## config.mk

```make
export PLATFORM = sky130hd
export DESIGN_NAME = frontend_top
export DESIGN_NICKNAME = d
export VERILOG_FILES = /design/src/verilog/riscv_isa_pkg.sv /design/src/verilog/frontend_pkg.sv /design/src/verilog/pc_gen.sv /design/src/verilog/btb.sv /design/src/verilog/if_stage.sv /design/src/verilog/frontend_top.sv
export SDC_FILE = /design/constraint.sdc
export NUM_CORES = 1
export LEC_CHECK = 0
export BUFFER_PORTS_ARGS = -buffer_cell sky130_fd_sc_hd__clkbuf_2
export CAP_MARGIN = 0
export CORE_MARGIN = 8
export CORE_UTILIZATION = 40
export DETAILED_ROUTE_END_ITERATION = 8
export PLACE_DENSITY = 0.62
export SETUP_SLACK_MARGIN = 0.5
export SYNTH_ARGS = -nofsm -noshare
export SYNTH_HDL_FRONTEND = slang
export SYNTH_SLANG_ARGS = --single-unit
```

## constraint.sdc

```tcl
create_clock -name clk -period 13.6 [get_ports clk]
set_input_delay 1.36 -clock clk [delete_from_list [all_inputs] [get_ports clk]]
set_output_delay 1.36 -clock clk [all_outputs]
set_load 0.02 [all_outputs]
```

## src/verilog/riscv_isa_pkg.sv

```systemverilog
`default_nettype none

package riscv_isa_pkg;

  // major opcodes, bits [6:0] of a 32-bit instruction
  typedef enum logic [6:0] {
    LOAD   = 7'b000_0011,
    STORE  = 7'b010_0011,
    OP_IMM = 7'b001_0011,
    OP     = 7'b011_0011,
    LUI    = 7'b011_0111,
    AUIPC  = 7'b001_0111,
    JAL    = 7'b110_1111,
    JALR   = 7'b110_0111,
    BRANCH = 7'b110_0011,
    SYSTEM = 7'b111_0011
  } opcode_e;

  // predecode result, what the fetch side needs to know
  // about control flow before decode
  typedef enum logic [1:0] {
    CLASS_SEQ    = 2'd0, // falls through to pc + 4
    CLASS_BRANCH = 2'd1, // conditional
    CLASS_JUMP   = 2'd2, // jal / jalr
    CLASS_SYSTEM = 2'd3  // ecall, ebreak, csr ops
  } inst_class_e;

endpackage : riscv_isa_pkg

`default_nettype wire

```

## src/verilog/frontend_pkg.sv

```systemverilog
`default_nettype none

package frontend_pkg;

  // redirect from a later stage
  // same shape for trap (mem) and branch (exe)
  typedef struct packed {
    logic        valid;
    logic [31:0] target;
  } redirect_t;

  // resolved taken branch that trains the btb
  typedef struct packed {
    logic        valid;
    logic [31:0] pc;     // pc of the branch itself
    logic [31:0] target; // where it went
  } bp_update_t;

  // one fetched instruction on its way to decode
  typedef struct packed {
    logic [31:0]               pc;
    logic [31:0]               inst;
    logic                      pred_taken; // btb hit at this pc
    riscv_isa_pkg::inst_class_e inst_class;
  } fetch_pkt_t;

endpackage : frontend_pkg

`default_nettype wire

```

## src/verilog/pc_gen.sv

```systemverilog
`timescale 1ns/1ps
`default_nettype none

module pc_gen #(
  parameter int unsigned       XLEN       = 32,
  parameter logic [XLEN-1:0]   RESET_ADDR = 32'h8000_0000
) (
  input  wire logic                    clk,
  input  wire logic                    reset_i,
  input  wire logic                    stall_i,
  input  wire logic                    flush_i,
  input  wire frontend_pkg::redirect_t trap_i,   // from mem
  input  wire frontend_pkg::redirect_t branch_i, // from exe
  input  wire logic                    bp_hit_i,
  input  wire logic [XLEN-1:0]         bp_target_i,
  output logic      [XLEN-1:0]         fetch_addr_o,
  output logic      [XLEN-1:0]         pc_o,
  output logic                         read_req_o
);

  logic [XLEN-1:0] pc_q;
  logic            boot_q;      // first cycle out of reset
  logic [XLEN-1:0] pc_plus4;
  logic [XLEN-1:0] next_pc;
  logic [XLEN-1:0] next_pc_d;

  assign pc_plus4 = pc_q + XLEN'(4);

  // fixed priority, trap beats branch beats prediction
  always_comb begin
    if (trap_i.valid) begin
      next_pc = trap_i.target;
    end else if (branch_i.valid) begin
      next_pc = branch_i.target;
    end else if (bp_hit_i) begin
      next_pc = bp_target_i; // btb entry for pc_q
    end else begin
      next_pc = pc_plus4;
    end
  end

  assign next_pc_d = flush_i ? RESET_ADDR : next_pc;

  // held pc is re-fetched while stalled and in the boot cycle
  assign fetch_addr_o = (stall_i || boot_q) ? pc_q : next_pc_d;

  // pc follows the fetch address, so pc_o always names
  // the word the cache is returning this cycle
  always_ff @(posedge clk) begin
    if (reset_i) begin
      pc_q   <= RESET_ADDR;
      boot_q <= 1'b1;
    end else begin
      pc_q   <= fetch_addr_o;
      boot_q <= 1'b0;
    end
  end

  assign pc_o       = pc_q;
  assign read_req_o = ~reset_i; // fetch every cycle once out of reset

endmodule : pc_gen

`default_nettype wire

```

## src/verilog/btb.sv

```systemverilog
`timescale 1ns/1ps
`default_nettype none

module btb #(
  parameter int unsigned XLEN        = 32,
  parameter int unsigned BTB_ENTRIES = 16
) (
  input  wire logic                     clk,
  input  wire logic                     reset_i,
  input  wire logic [XLEN-1:0]          lookup_addr_i,
  input  wire frontend_pkg::bp_update_t update_i,
  output logic                          hit_o,
  output logic      [XLEN-1:0]          target_o
);

  localparam int unsigned IDX_W = $clog2(BTB_ENTRIES);
  localparam int unsigned TAG_W = XLEN - IDX_W - 2;

  logic [BTB_ENTRIES-1:0] valid_q;
  logic [TAG_W-1:0]       tag_mem    [BTB_ENTRIES];
  logic [XLEN-1:0]        target_mem [BTB_ENTRIES];

  logic [IDX_W-1:0] rd_idx;
  logic [TAG_W-1:0] rd_tag;
  logic [IDX_W-1:0] wr_idx;
  logic [TAG_W-1:0] wr_tag;

  logic             hit_q;
  logic [XLEN-1:0]  target_q;

  // word address bits index the table and the upper bits are the tag
  assign rd_idx = lookup_addr_i[IDX_W+1:2];
  assign rd_tag = lookup_addr_i[XLEN-1:IDX_W+2];
  assign wr_idx = update_i.pc[IDX_W+1:2];
  assign wr_tag = update_i.pc[XLEN-1:IDX_W+2];

  // per-entry valid bits
  always_ff @(posedge clk) begin
    if (reset_i) begin
      valid_q <= '0;
    end else if (update_i.valid) begin
      valid_q[wr_idx] <= 1'b1;
    end
  end

  always_ff @(posedge clk) begin
    if (update_i.valid) begin
      tag_mem[wr_idx]    <= wr_tag;
      target_mem[wr_idx] <= update_i.target;
    end
  end

  // registered lookup
  // a same-cycle update to this entry is not seen yet
  always_ff @(posedge clk) begin
    if (reset_i) begin
      hit_q <= 1'b0;
    end else begin
      hit_q <= valid_q[rd_idx] && (tag_mem[rd_idx] == rd_tag);
    end
  end

  always_ff @(posedge clk) begin
    target_q <= target_mem[rd_idx];
  end

  assign hit_o    = hit_q;
  assign target_o = target_q;

endmodule : btb

`default_nettype wire

```

## src/verilog/if_stage.sv

```systemverilog
`timescale 1ns/1ps
`default_nettype none

module if_stage (
  input  wire logic                    clk,
  input  wire logic                    reset_i,
  input  wire logic                    stall_i,
  input  wire logic                    flush_i,
  input  wire frontend_pkg::redirect_t trap_i,
  input  wire frontend_pkg::redirect_t branch_i,
  input  wire logic [31:0]             pc_i,
  input  wire logic [31:0]             inst_i,
  input  wire logic                    inst_valid_i,
  input  wire logic                    pred_taken_i,
  output frontend_pkg::fetch_pkt_t     pkt_o,
  output logic                         pkt_valid_o
);

  import riscv_isa_pkg::*;

  opcode_e     opcode;
  inst_class_e inst_class;
  logic        kill;
  logic        capture;

  // predecode, only the major opcode matters here
  always_comb begin
    opcode = opcode_e'(inst_i[6:0]);
    case (opcode)
      BRANCH:    inst_class = CLASS_BRANCH;
      JAL, JALR: inst_class = CLASS_JUMP;
      SYSTEM:    inst_class = CLASS_SYSTEM;
      default:   inst_class = CLASS_SEQ; // alu, loads, stores, unknown
    endcase
  end

  // word arriving now belongs to the wrong path on any redirect
  assign kill    = trap_i.valid | branch_i.valid | flush_i;
  assign capture = inst_valid_i & ~kill & ~stall_i;

  always_ff @(posedge clk) begin
    if (reset_i) begin
      pkt_valid_o <= 1'b0;
    end else if (!stall_i) begin
      pkt_valid_o <= inst_valid_i & ~kill;
    end
  end

  // payload holds while stalled or when nothing new comes in
  always_ff @(posedge clk) begin
    if (capture) begin
      pkt_o.pc         <= pc_i;
      pkt_o.inst       <= inst_i;
      pkt_o.pred_taken <= pred_taken_i;
      pkt_o.inst_class <= inst_class;
    end
  end

endmodule : if_stage

`default_nettype wire

```

## src/verilog/frontend_top.sv

```systemverilog
`timescale 1ns/1ps
`default_nettype none

module frontend_top #(
  parameter int unsigned     XLEN        = 32,
  parameter logic [XLEN-1:0] RESET_ADDR  = 32'h8000_0000,
  parameter int unsigned     BTB_ENTRIES = 16
) (
  input  wire logic                     clk,
  input  wire logic                     reset_i,
  // core side
  input  wire frontend_pkg::redirect_t  trap_i,
  input  wire frontend_pkg::redirect_t  branch_i,
  input  wire frontend_pkg::bp_update_t bp_update_i,
  input  wire logic                     stall_i,
  input  wire logic                     flush_i,
  // icache side
  output logic      [XLEN-1:0]          fetch_addr_o,
  output logic                          read_req_o,
  input  wire logic [31:0]              inst_i,
  input  wire logic                     inst_valid_i,
  // to decode
  output frontend_pkg::fetch_pkt_t      pkt_o,
  output logic                          pkt_valid_o
);

  logic [XLEN-1:0] pc_cur;
  logic            bp_hit;    // btb result for pc_cur
  logic [XLEN-1:0] bp_target;

  pc_gen #(
    .XLEN       (XLEN),
    .RESET_ADDR (RESET_ADDR)
  ) i_pc_gen (
    .clk          (clk),
    .reset_i      (reset_i),
    .stall_i      (stall_i),
    .flush_i      (flush_i),
    .trap_i       (trap_i),
    .branch_i     (branch_i),
    .bp_hit_i     (bp_hit),
    .bp_target_i  (bp_target),
    .fetch_addr_o (fetch_addr_o),
    .pc_o         (pc_cur),
    .read_req_o   (read_req_o)
  );

  // looked up with the outgoing fetch address, answers a cycle later
  btb #(
    .XLEN        (XLEN),
    .BTB_ENTRIES (BTB_ENTRIES)
  ) i_btb (
    .clk           (clk),
    .reset_i       (reset_i),
    .lookup_addr_i (fetch_addr_o),
    .update_i      (bp_update_i),
    .hit_o         (bp_hit),
    .target_o      (bp_target)
  );

  if_stage i_if_stage (
    .clk          (clk),
    .reset_i      (reset_i),
    .stall_i      (stall_i),
    .flush_i      (flush_i),
    .trap_i       (trap_i),
    .branch_i     (branch_i),
    .pc_i         (pc_cur),
    .inst_i       (inst_i),
    .inst_valid_i (inst_valid_i),
    .pred_taken_i (bp_hit),
    .pkt_o        (pkt_o),
    .pkt_valid_o  (pkt_valid_o)
  );

endmodule : frontend_top

`default_nettype wire

```

==> flow_summary.toml, run 1 <==
[power]
pwr-share-seq = 0.510
switching_share = 0.225
vdd_drop_max_uv = 86.9
pwr-share-comb = 0.069
pwr_density_cell_nw_per_um2 = 147
switching_power_mw = 1.65
p_int_mw = 5.68
p_leak_nw = 17.5
clkPwrFrac = 0.421

[worst_setup_path]
crit_chain = "clkbuf_2, buf_4, or4_1, a211oi_4, nor2_4, buf_4, inv_6, buf_4, clkbuf_2"
path_buf_inv = 6
startpoint_type = "input port"
r2r-start = "i_btb.hit_o$_SDFF_PP0_"
critPathLaunch = "branch_i[32]"
reg2reg_slack_ns = 7.97
crit_family = "buffers and inverters"
reg2regPathDepth = 15
max_stage_delay_ns = 0.88
cp_slowest_cell = "or4_1"
end_kind = "output port"
cp_max_fo = 55
cp.required_ns = 12.24
cp_common_cell = "buf_4"
worst-path-stages = 9
cp.arrival_ns = 5.03
setup.worst_path.class = "input port to output port"
r2r-end = "i_btb.hit_o$_SDFF_PP0_"
crit_path_end = "fetch_addr_o[5]"

[sta]
setup_viol = 0
finalCriticalPeriod_ns = 6.39
rsz0062_at_grt = "false"
fin_ws_ns = 7.21
finalCritPeriodShare = 0.470
finClkSkew_ns = 0.0275
worst_pin_slew_ns = 1.21
maxSlewHeadroom = 0.188
clock.fmax_mhz = 156
slew_violations = 0
timing_hold_violations_final = 0
setup-tns-final_ns = 0

[synth]
syn-cell-area_um2 = 43200
async_flop_share = 0
yosysWarningCount = 0
syn_avg_cell_area_um2 = 12.8
synth-edff-count = 995
syn-num-nets = 3550
synth_seq_area_share = 0.730
synthDistinctLibCells = 84
synth_ff_type = "edfxtp_1"
ys_ff_latch = 1078
netlist_instances = 3381

[die]
start_util = 0.403
fp.dieW_um = 345
die_y_um = 345
fp.coreArea_um2 = 107000
ios = 269
die-area_um2 = 119000
rows = 120

[detailed_routing]
drc_errors = 0
wl_per_cell_um = 25.4
drt_wl_total_um = 131000
vias = 28600
post_drt_via_cell_ratio = 5.57
dr.pass1.iters = 7
first_iter_violations = 3109
drtAntennaViolNets = 0

[grt]
grt_pass1_vias = 26600
grt_antenna_before_repair = 27
grt_start_max_net_pins = 170
grt_usage = 0.212
grt_pass1_wl_um = 184000
grt_overflow = 0

[placed_design]
port_buffers = 266
placed_cells = 4917
dpl.hpwl_um = 76900
place_ws_ns = 6.92
gp_congestion = 0.859

[clock_tree]
post_cts_buffers = 0
cts_sinks = 1078
root_buffer = "clkbuf_16"
cts_tree = "done"
clk_path_buf_depth = 3
cts_buffers = 106
htreeDepth = 3
clock_latency_ns = 0.68
hold_buffers = 0
clk_pin_slew_worst_paths_ns = 0.07
postCtsResizedCells = 0

[finish]
instances_no_fill = 5136
fillCellCount = 9498
fin_nets = 3791
drive_gt1_frac = 0.154
area_growth_pct = 15.5

[run]
cap_violations = 0

[run_status]
outcome = "finished clean"

[min_path]
hp-class = "flop to flop"
hp-start = "i_btb.valid_q[14]$_SDFFE_PP0P_"
-- cell families (layout without fill, tap and decap cells) --
logic type,after synthesis,after routing,synth area share
buffers and inverters,237,571,0.0243
adder cells (fa/ha/maj),1,1,0.000289
XOR/XNOR,45,45,0.00912
multiplexers,47,47,0.0129
AND/OR/NAND/NOR,1528,1528,0.155
flip-flops,1078,1078,0.730
other,0,18,0
AO/OA/AOI/OAI,445,445,0.0687
-- registers in the layout, indices dropped and copies added, names as in the netlist, 16 cells and up --
signal,cells
i_btb.tag_mem,416
i_btb.target_mem,512
i_btb.valid_q,16
i_if_stage.pkt_o,67
i_pc_gen.pc_o,32
i_btb.target_o,32
-- per-layer routing --
layer | share of wire | up-vias | wire length (um) | track usage
met2 | 0.44 | 1332 | 57800 | 0.321
met3 | 0.12 | 200 | 15200 | 0.0688
li1 | - | 13000 | - | -
met4 | 0.028 | 12 | 3660 | 0.0705
met1 | 0.41 | 14100 | 53800 | 0.289
met5 | 0.00059 | - | 77 | 0
-- area by class of cell --
class                      count  area, um2  share of cell area
timing repair buffer         341       1930              0.0387
clock inverter                58        754              0.0151
antenna                       18       45.0            0.000902
multi-input combinational   2066      10800               0.216
clock buffer                 143       2970              0.0594
sequential                  1078      31500               0.632
tap                         1403       1760              0.0352
inverter                      29        136             0.00273
-- worst min-delay path, cell delays in order, from the launching register on --
cell	delay [ns]
dfxtp_1	0.32
nor2_1	0.04
nor2_1	0.07
-- how the worst min path moves through the flow --
stage | endpoint | slack (ns) | cells after the start
after global placement | i_btb.valid_q[14]$_SDFFE_PP0P_ | 0.44 | 2
after detailed placement | i_if_stage.pkt_o[66]$_DFFE_PP_ | 0.45 | 0
final | i_btb.valid_q[14]$_SDFFE_PP0P_ | 0.46 | 2
after CTS | i_if_stage.pkt_o[55]$_DFFE_PP_ | 0.47 | 0
after floorplan | i_if_stage.pkt_o[2]$_DFFE_PP_ | 0.40 | 0
after global routing | i_if_stage.pkt_o[66]$_DFFE_PP_ | 0.49 | 0
-- power by group through the flow --
stage | Sequential (mW) | Combinational [mW] | Clock [mW]
after floorplan | 3.79 | 0.285 | 0
after global placement | 3.81 | 0.492 | 0
after detailed placement | 3.81 | 0.498 | 0
after CTS | 3.74 | 0.500 | 3.13
after global routing | 3.74 | 0.543 | 3.25
final | 3.74 | 0.502 | 3.09
-- synthesized netlist by cell type, drive strengths merged (9+ instances only) --
| cell | number | share of area |
|---|---|---|
| xor2 | 15 | 0.0030 |
| edfxtp | 995 | 0.69 |
| a31oi | 54 | 0.0078 |
| a21oi | 156 | 0.018 |
| xnor2 | 30 | 0.0061 |
| nor3 | 32 | 0.0041 |
| buf | 106 | 0.013 |
| clkbuf | 102 | 0.0089 |
| nand2 | 839 | 0.073 |
| a22oi | 16 | 0.0029 |
| mux2i | 34 | 0.0079 |
| and2 | 16 | 0.0023 |
| o21ai | 44 | 0.0051 |
| and3 | 46 | 0.0067 |
| o22ai | 18 | 0.0026 |
| dfxtp | 83 | 0.038 |
| inv | 28 | 0.0025 |
| a22o | 9 | 0.0020 |
| nor2 | 136 | 0.013 |
| a211oi | 28 | 0.0052 |
| a221oi | 17 | 0.0034 |
| a311oi | 23 | 0.0049 |
| a32oi | 15 | 0.0030 |
| nand4 | 20 | 0.0029 |
| nand3 | 397 | 0.046 |
-- per-stage QoR --
step	hold slack (ns)	utilization	total power, mW	area (um2)
2_1_floorplan	0.403	-	4.08	43200
3_3_place_gp	0.443	0.430	4.30	46100
3_5_place_dp	0.450	0.430	4.31	46100
4_1_cts	0.468	0.465	7.36	49900
5_1_grt	0.488	0.465	7.53	49900
6_report	0.464	0.466	7.33	49900
-- cell usage in the layout (no fill, tap or decap), types with 19 or more instances in the layout --
| master | Yosys | final |
|---|---|---|
| clkbuf_1 | 101 | 23 |
| a31oi_1 | 54 | 54 |
| o21ai_0 | 38 | 37 |
| clkbuf_2 | 1 | 266 |
| inv_1 | 24 | 24 |
| clkinv_2 | 0 | 19 |
| clkbuf_16 | 0 | 109 |
| nor2_1 | 131 | 119 |
| and3_1 | 46 | 46 |
| buf_4 | 2 | 72 |
| a21oi_1 | 156 | 156 |
| nor3_1 | 29 | 23 |
| edfxtp_1 | 995 | 995 |
| mux2i_1 | 34 | 34 |
| a211oi_1 | 27 | 27 |
| nand3_1 | 397 | 397 |
| a311oi_1 | 21 | 21 |
| dfxtp_1 | 83 | 83 |
| xnor2_1 | 30 | 30 |
| nand4_1 | 20 | 20 |
| nand2_1 | 839 | 839 |
No activity file was read; power rests on OpenSTA's default activity.
==> inputs of run 2 (changes only) <==
Settings changed: ABC_AREA set to 1.
Clock period 13.6 ns to 5.9 ns, I/O delays scaled along.
==> run 2 against run 1 <==
Net effect: worst setup slack worse by 6.0 ns; register-to-register slack got worse by 6.3 ns; largest cell class unchanged; routed wire length up 2.9%; die area up 0.61%; sequential power up 130%; clock skew is 0.011 ns lower.
==> flow_summary.toml, run 2 <==
[placed_design]
port_buffers = 266
place_ws_ns = 1.34
dpl.hpwl_um = 77100
gp_congestion = 0.934

[power]
p_leak_nw = 17.5
pwr-share-comb = 0.081
switching_share = 0.239
switching_power_mw = 4.01
pwr-share-seq = 0.513
vdd_drop_max_uv = 253
pwr_density_cell_nw_per_um2 = 336
p_int_mw = 12.8
clkPwrFrac = 0.406

[sta]
timing_hold_violations_final = 0
finClkSkew_ns = 0.0165
finalCriticalPeriod_ns = 4.71
rsz0062_at_grt = "false"
setup-tns-final_ns = 0
setup_viol = 0
finalCritPeriodShare = 0.798
fin_ws_ns = 1.19
maxSlewHeadroom = 0.206
clock.fmax_mhz = 212
worst_pin_slew_ns = 1.19
slew_violations = 0

[worst_setup_path]
cp.arrival_ns = 4.12
cp_max_fo = 91
path_buf_inv = 5
max_stage_delay_ns = 0.91
end_kind = "output port"
cp.required_ns = 5.31
startpoint_type = "flop"
crit_family = "buffers and inverters"
setup.worst_path.class = "flop to output port"
reg2reg_slack_ns = 1.68
crit_chain = "buf_4, inv_2, buf_4, nand2_1, nand3_1, nand2_1, nand2_1, o21ai_4, buf_4, clkbuf_2"
cp_slowest_cell = "buf_4"

[die]
fp.dieW_um = 346
die_y_um = 346
rows = 121
start_util = 0.401
ios = 269
die-area_um2 = 120000
fp.coreArea_um2 = 108000

[clock_tree]
cts_buffers = 110
post_cts_buffers = 0
clk_pin_slew_worst_paths_ns = 0.07
clock_latency_ns = 0.69
cts_sinks = 1078
postCtsResizedCells = 0
cts_tree = "done"
hold_buffers = 0
clk_path_buf_depth = 3
root_buffer = "clkbuf_16"
htreeDepth = 3

[synth]
async_flop_share = 0
ys_ff_latch = 1078
yosys.area.top_type_share = 0.687
synthDistinctLibCells = 40
synth_ff_type = "edfxtp_1"
yosysWarningCount = 0
syn-cell-area_um2 = 43500
yosysMostFrequentCell = "edfxtp_1"
synth_seq_area_share = 0.725
synth-edff-count = 995
netlist_instances = 3670
synth_common_cells = "edfxtp_1 (995), nand2_1 (623), nand3_1 (568), nor2_1 (505), o21ai_0 (263)"
syn_avg_cell_area_um2 = 11.9
yosys.area.top_type = "edfxtp_1"
syn-num-nets = 3839
synthTopCellsByArea = "edfxtp_1 (69%), nand3_1 (6.5%), nand2_1 (5.4%), nor2_1 (4.4%), dfxtp_1 (3.8%)"

[finish]
final_common_cell = "edfxtp_1"
final_core_util = 0.460
largest_reg_flops = 512
top_register = "i_btb.target_mem"
final_cell_mix = "edfxtp_1 (995), nand2_1 (623), nand3_1 (568)"
fin_nets = 4049
drive_gt1_frac = 0.135
area_growth_pct = 14.7
top_regs = "i_btb.target_mem: 512 flops, i_btb.tag_mem: 416 flops, i_if_stage.pkt_o: 67 flops"

[grt]
grt_pass1_wl_um = 194000
grt_start_max_net_pins = 181
grt_overflow = 0
grt_usage = 0.215
grt_pass1_vias = 28500
grt_antenna_before_repair = 13

[detailed_routing]
first_iter_violations = 3592
drt_wl_total_um = 134000
drc_errors = 0
vias = 30500
wl_per_cell_um = 24.9
drtAntennaViolNets = 0
dr.pass1.iters = 6
post_drt_via_cell_ratio = 5.65

[run_status]
outcome = "finished clean"

[run]
cap_violations = 0

[min_path]
hp-class = "input port to flop"
==> run 2: cell count changes in the layout (fill, tap and decap cells not counted), moves of 54 or more <==
cell      before  now
nor2_1       119  489
o21ai_0       37  263
nand2_1      839  623
nand3_1      397  568
a21oi_1      156   47
o211ai_1       8   70
o221ai_1       6   64
inv_1         24   81
a31oi_1       54    0
==> run 2: cell families after synthesis <==
group | count (synthesis) | synth area share
AND/OR/NAND/NOR | 1725 | 0.167
flip-flops | 1078 | 0.725
AO/OA/AOI/OAI | 532 | 0.0734
buffers and inverters | 325 | 0.0325
XOR/XNOR | 8 | 0.00161
multiplexers | 1 | 0.000230
adder cells (fa/ha/maj) | 1 | 0.000288
==> run 2: stage by stage <==
step | instances | instance area [um2] | total power [mW] | hold WS [ns]
2_1_floorplan | 3670 | 43500 | 9.55 | 0.403
3_3_place_gp | 5182 | 46300 | 10.1 | 0.441
3_5_place_dp | 5182 | 46300 | 10.1 | 0.451
4_1_cts | 5391 | 49900 | 16.8 | 0.0396
5_1_grt | 5391 | 49900 | 17.3 | 0.0425
6_report | 5395 | 49900 | 16.8 | 0.0756
==> run 2: final cells by class <==
class / instances / area, um2
Timing Repair Buffer: 336 / 1920
Antenna cell: 4 / 10.0
Clock inverter: 60 / 519
Tap cell: 1414 / 1770
Fill cell: 9672 / 58500
Sequential cell: 1078 / 31500
Multi-Input combinational cell: 2267 / 10800
Clock buffer: 149 / 3040
Inverter: 87 / 334
==> run 2: metal layers <==
layer  track usage  part of all wire  wire length, um
met1         0.300              0.41            55600
met2         0.335              0.45            60900
met3        0.0511              0.10            13800
met4        0.0621             0.030             4020
met5             0           0.00060               81
==> run 2: path summary, 6_finish.rpt <==
path	from	cells past startpoint	to
min reg2reg	i_btb.valid_q[11]$_SDFFE_PP0P_	2	i_btb.valid_q[11]$_SDFFE_PP0P_
max	i_btb.hit_o$_SDFF_PP0_	10	fetch_addr_o[3]
max reg2reg	i_btb.hit_o$_SDFF_PP0_	19	i_btb.hit_o$_SDFF_PP0_
min	inst_i[18]	1	i_if_stage.pkt_o[21]$_DFFE_PP_
==> run 2: power groups by stage <==
stage	clock (mW)	sequential (mW)	combinational [mW]
after CTS	6.88	8.61	1.35
after floorplan	0	8.75	0.802
after global routing	7.17	8.62	1.48
after global placement	0	8.77	1.33
after detailed placement	0	8.77	1.35
final	6.81	8.62	1.36
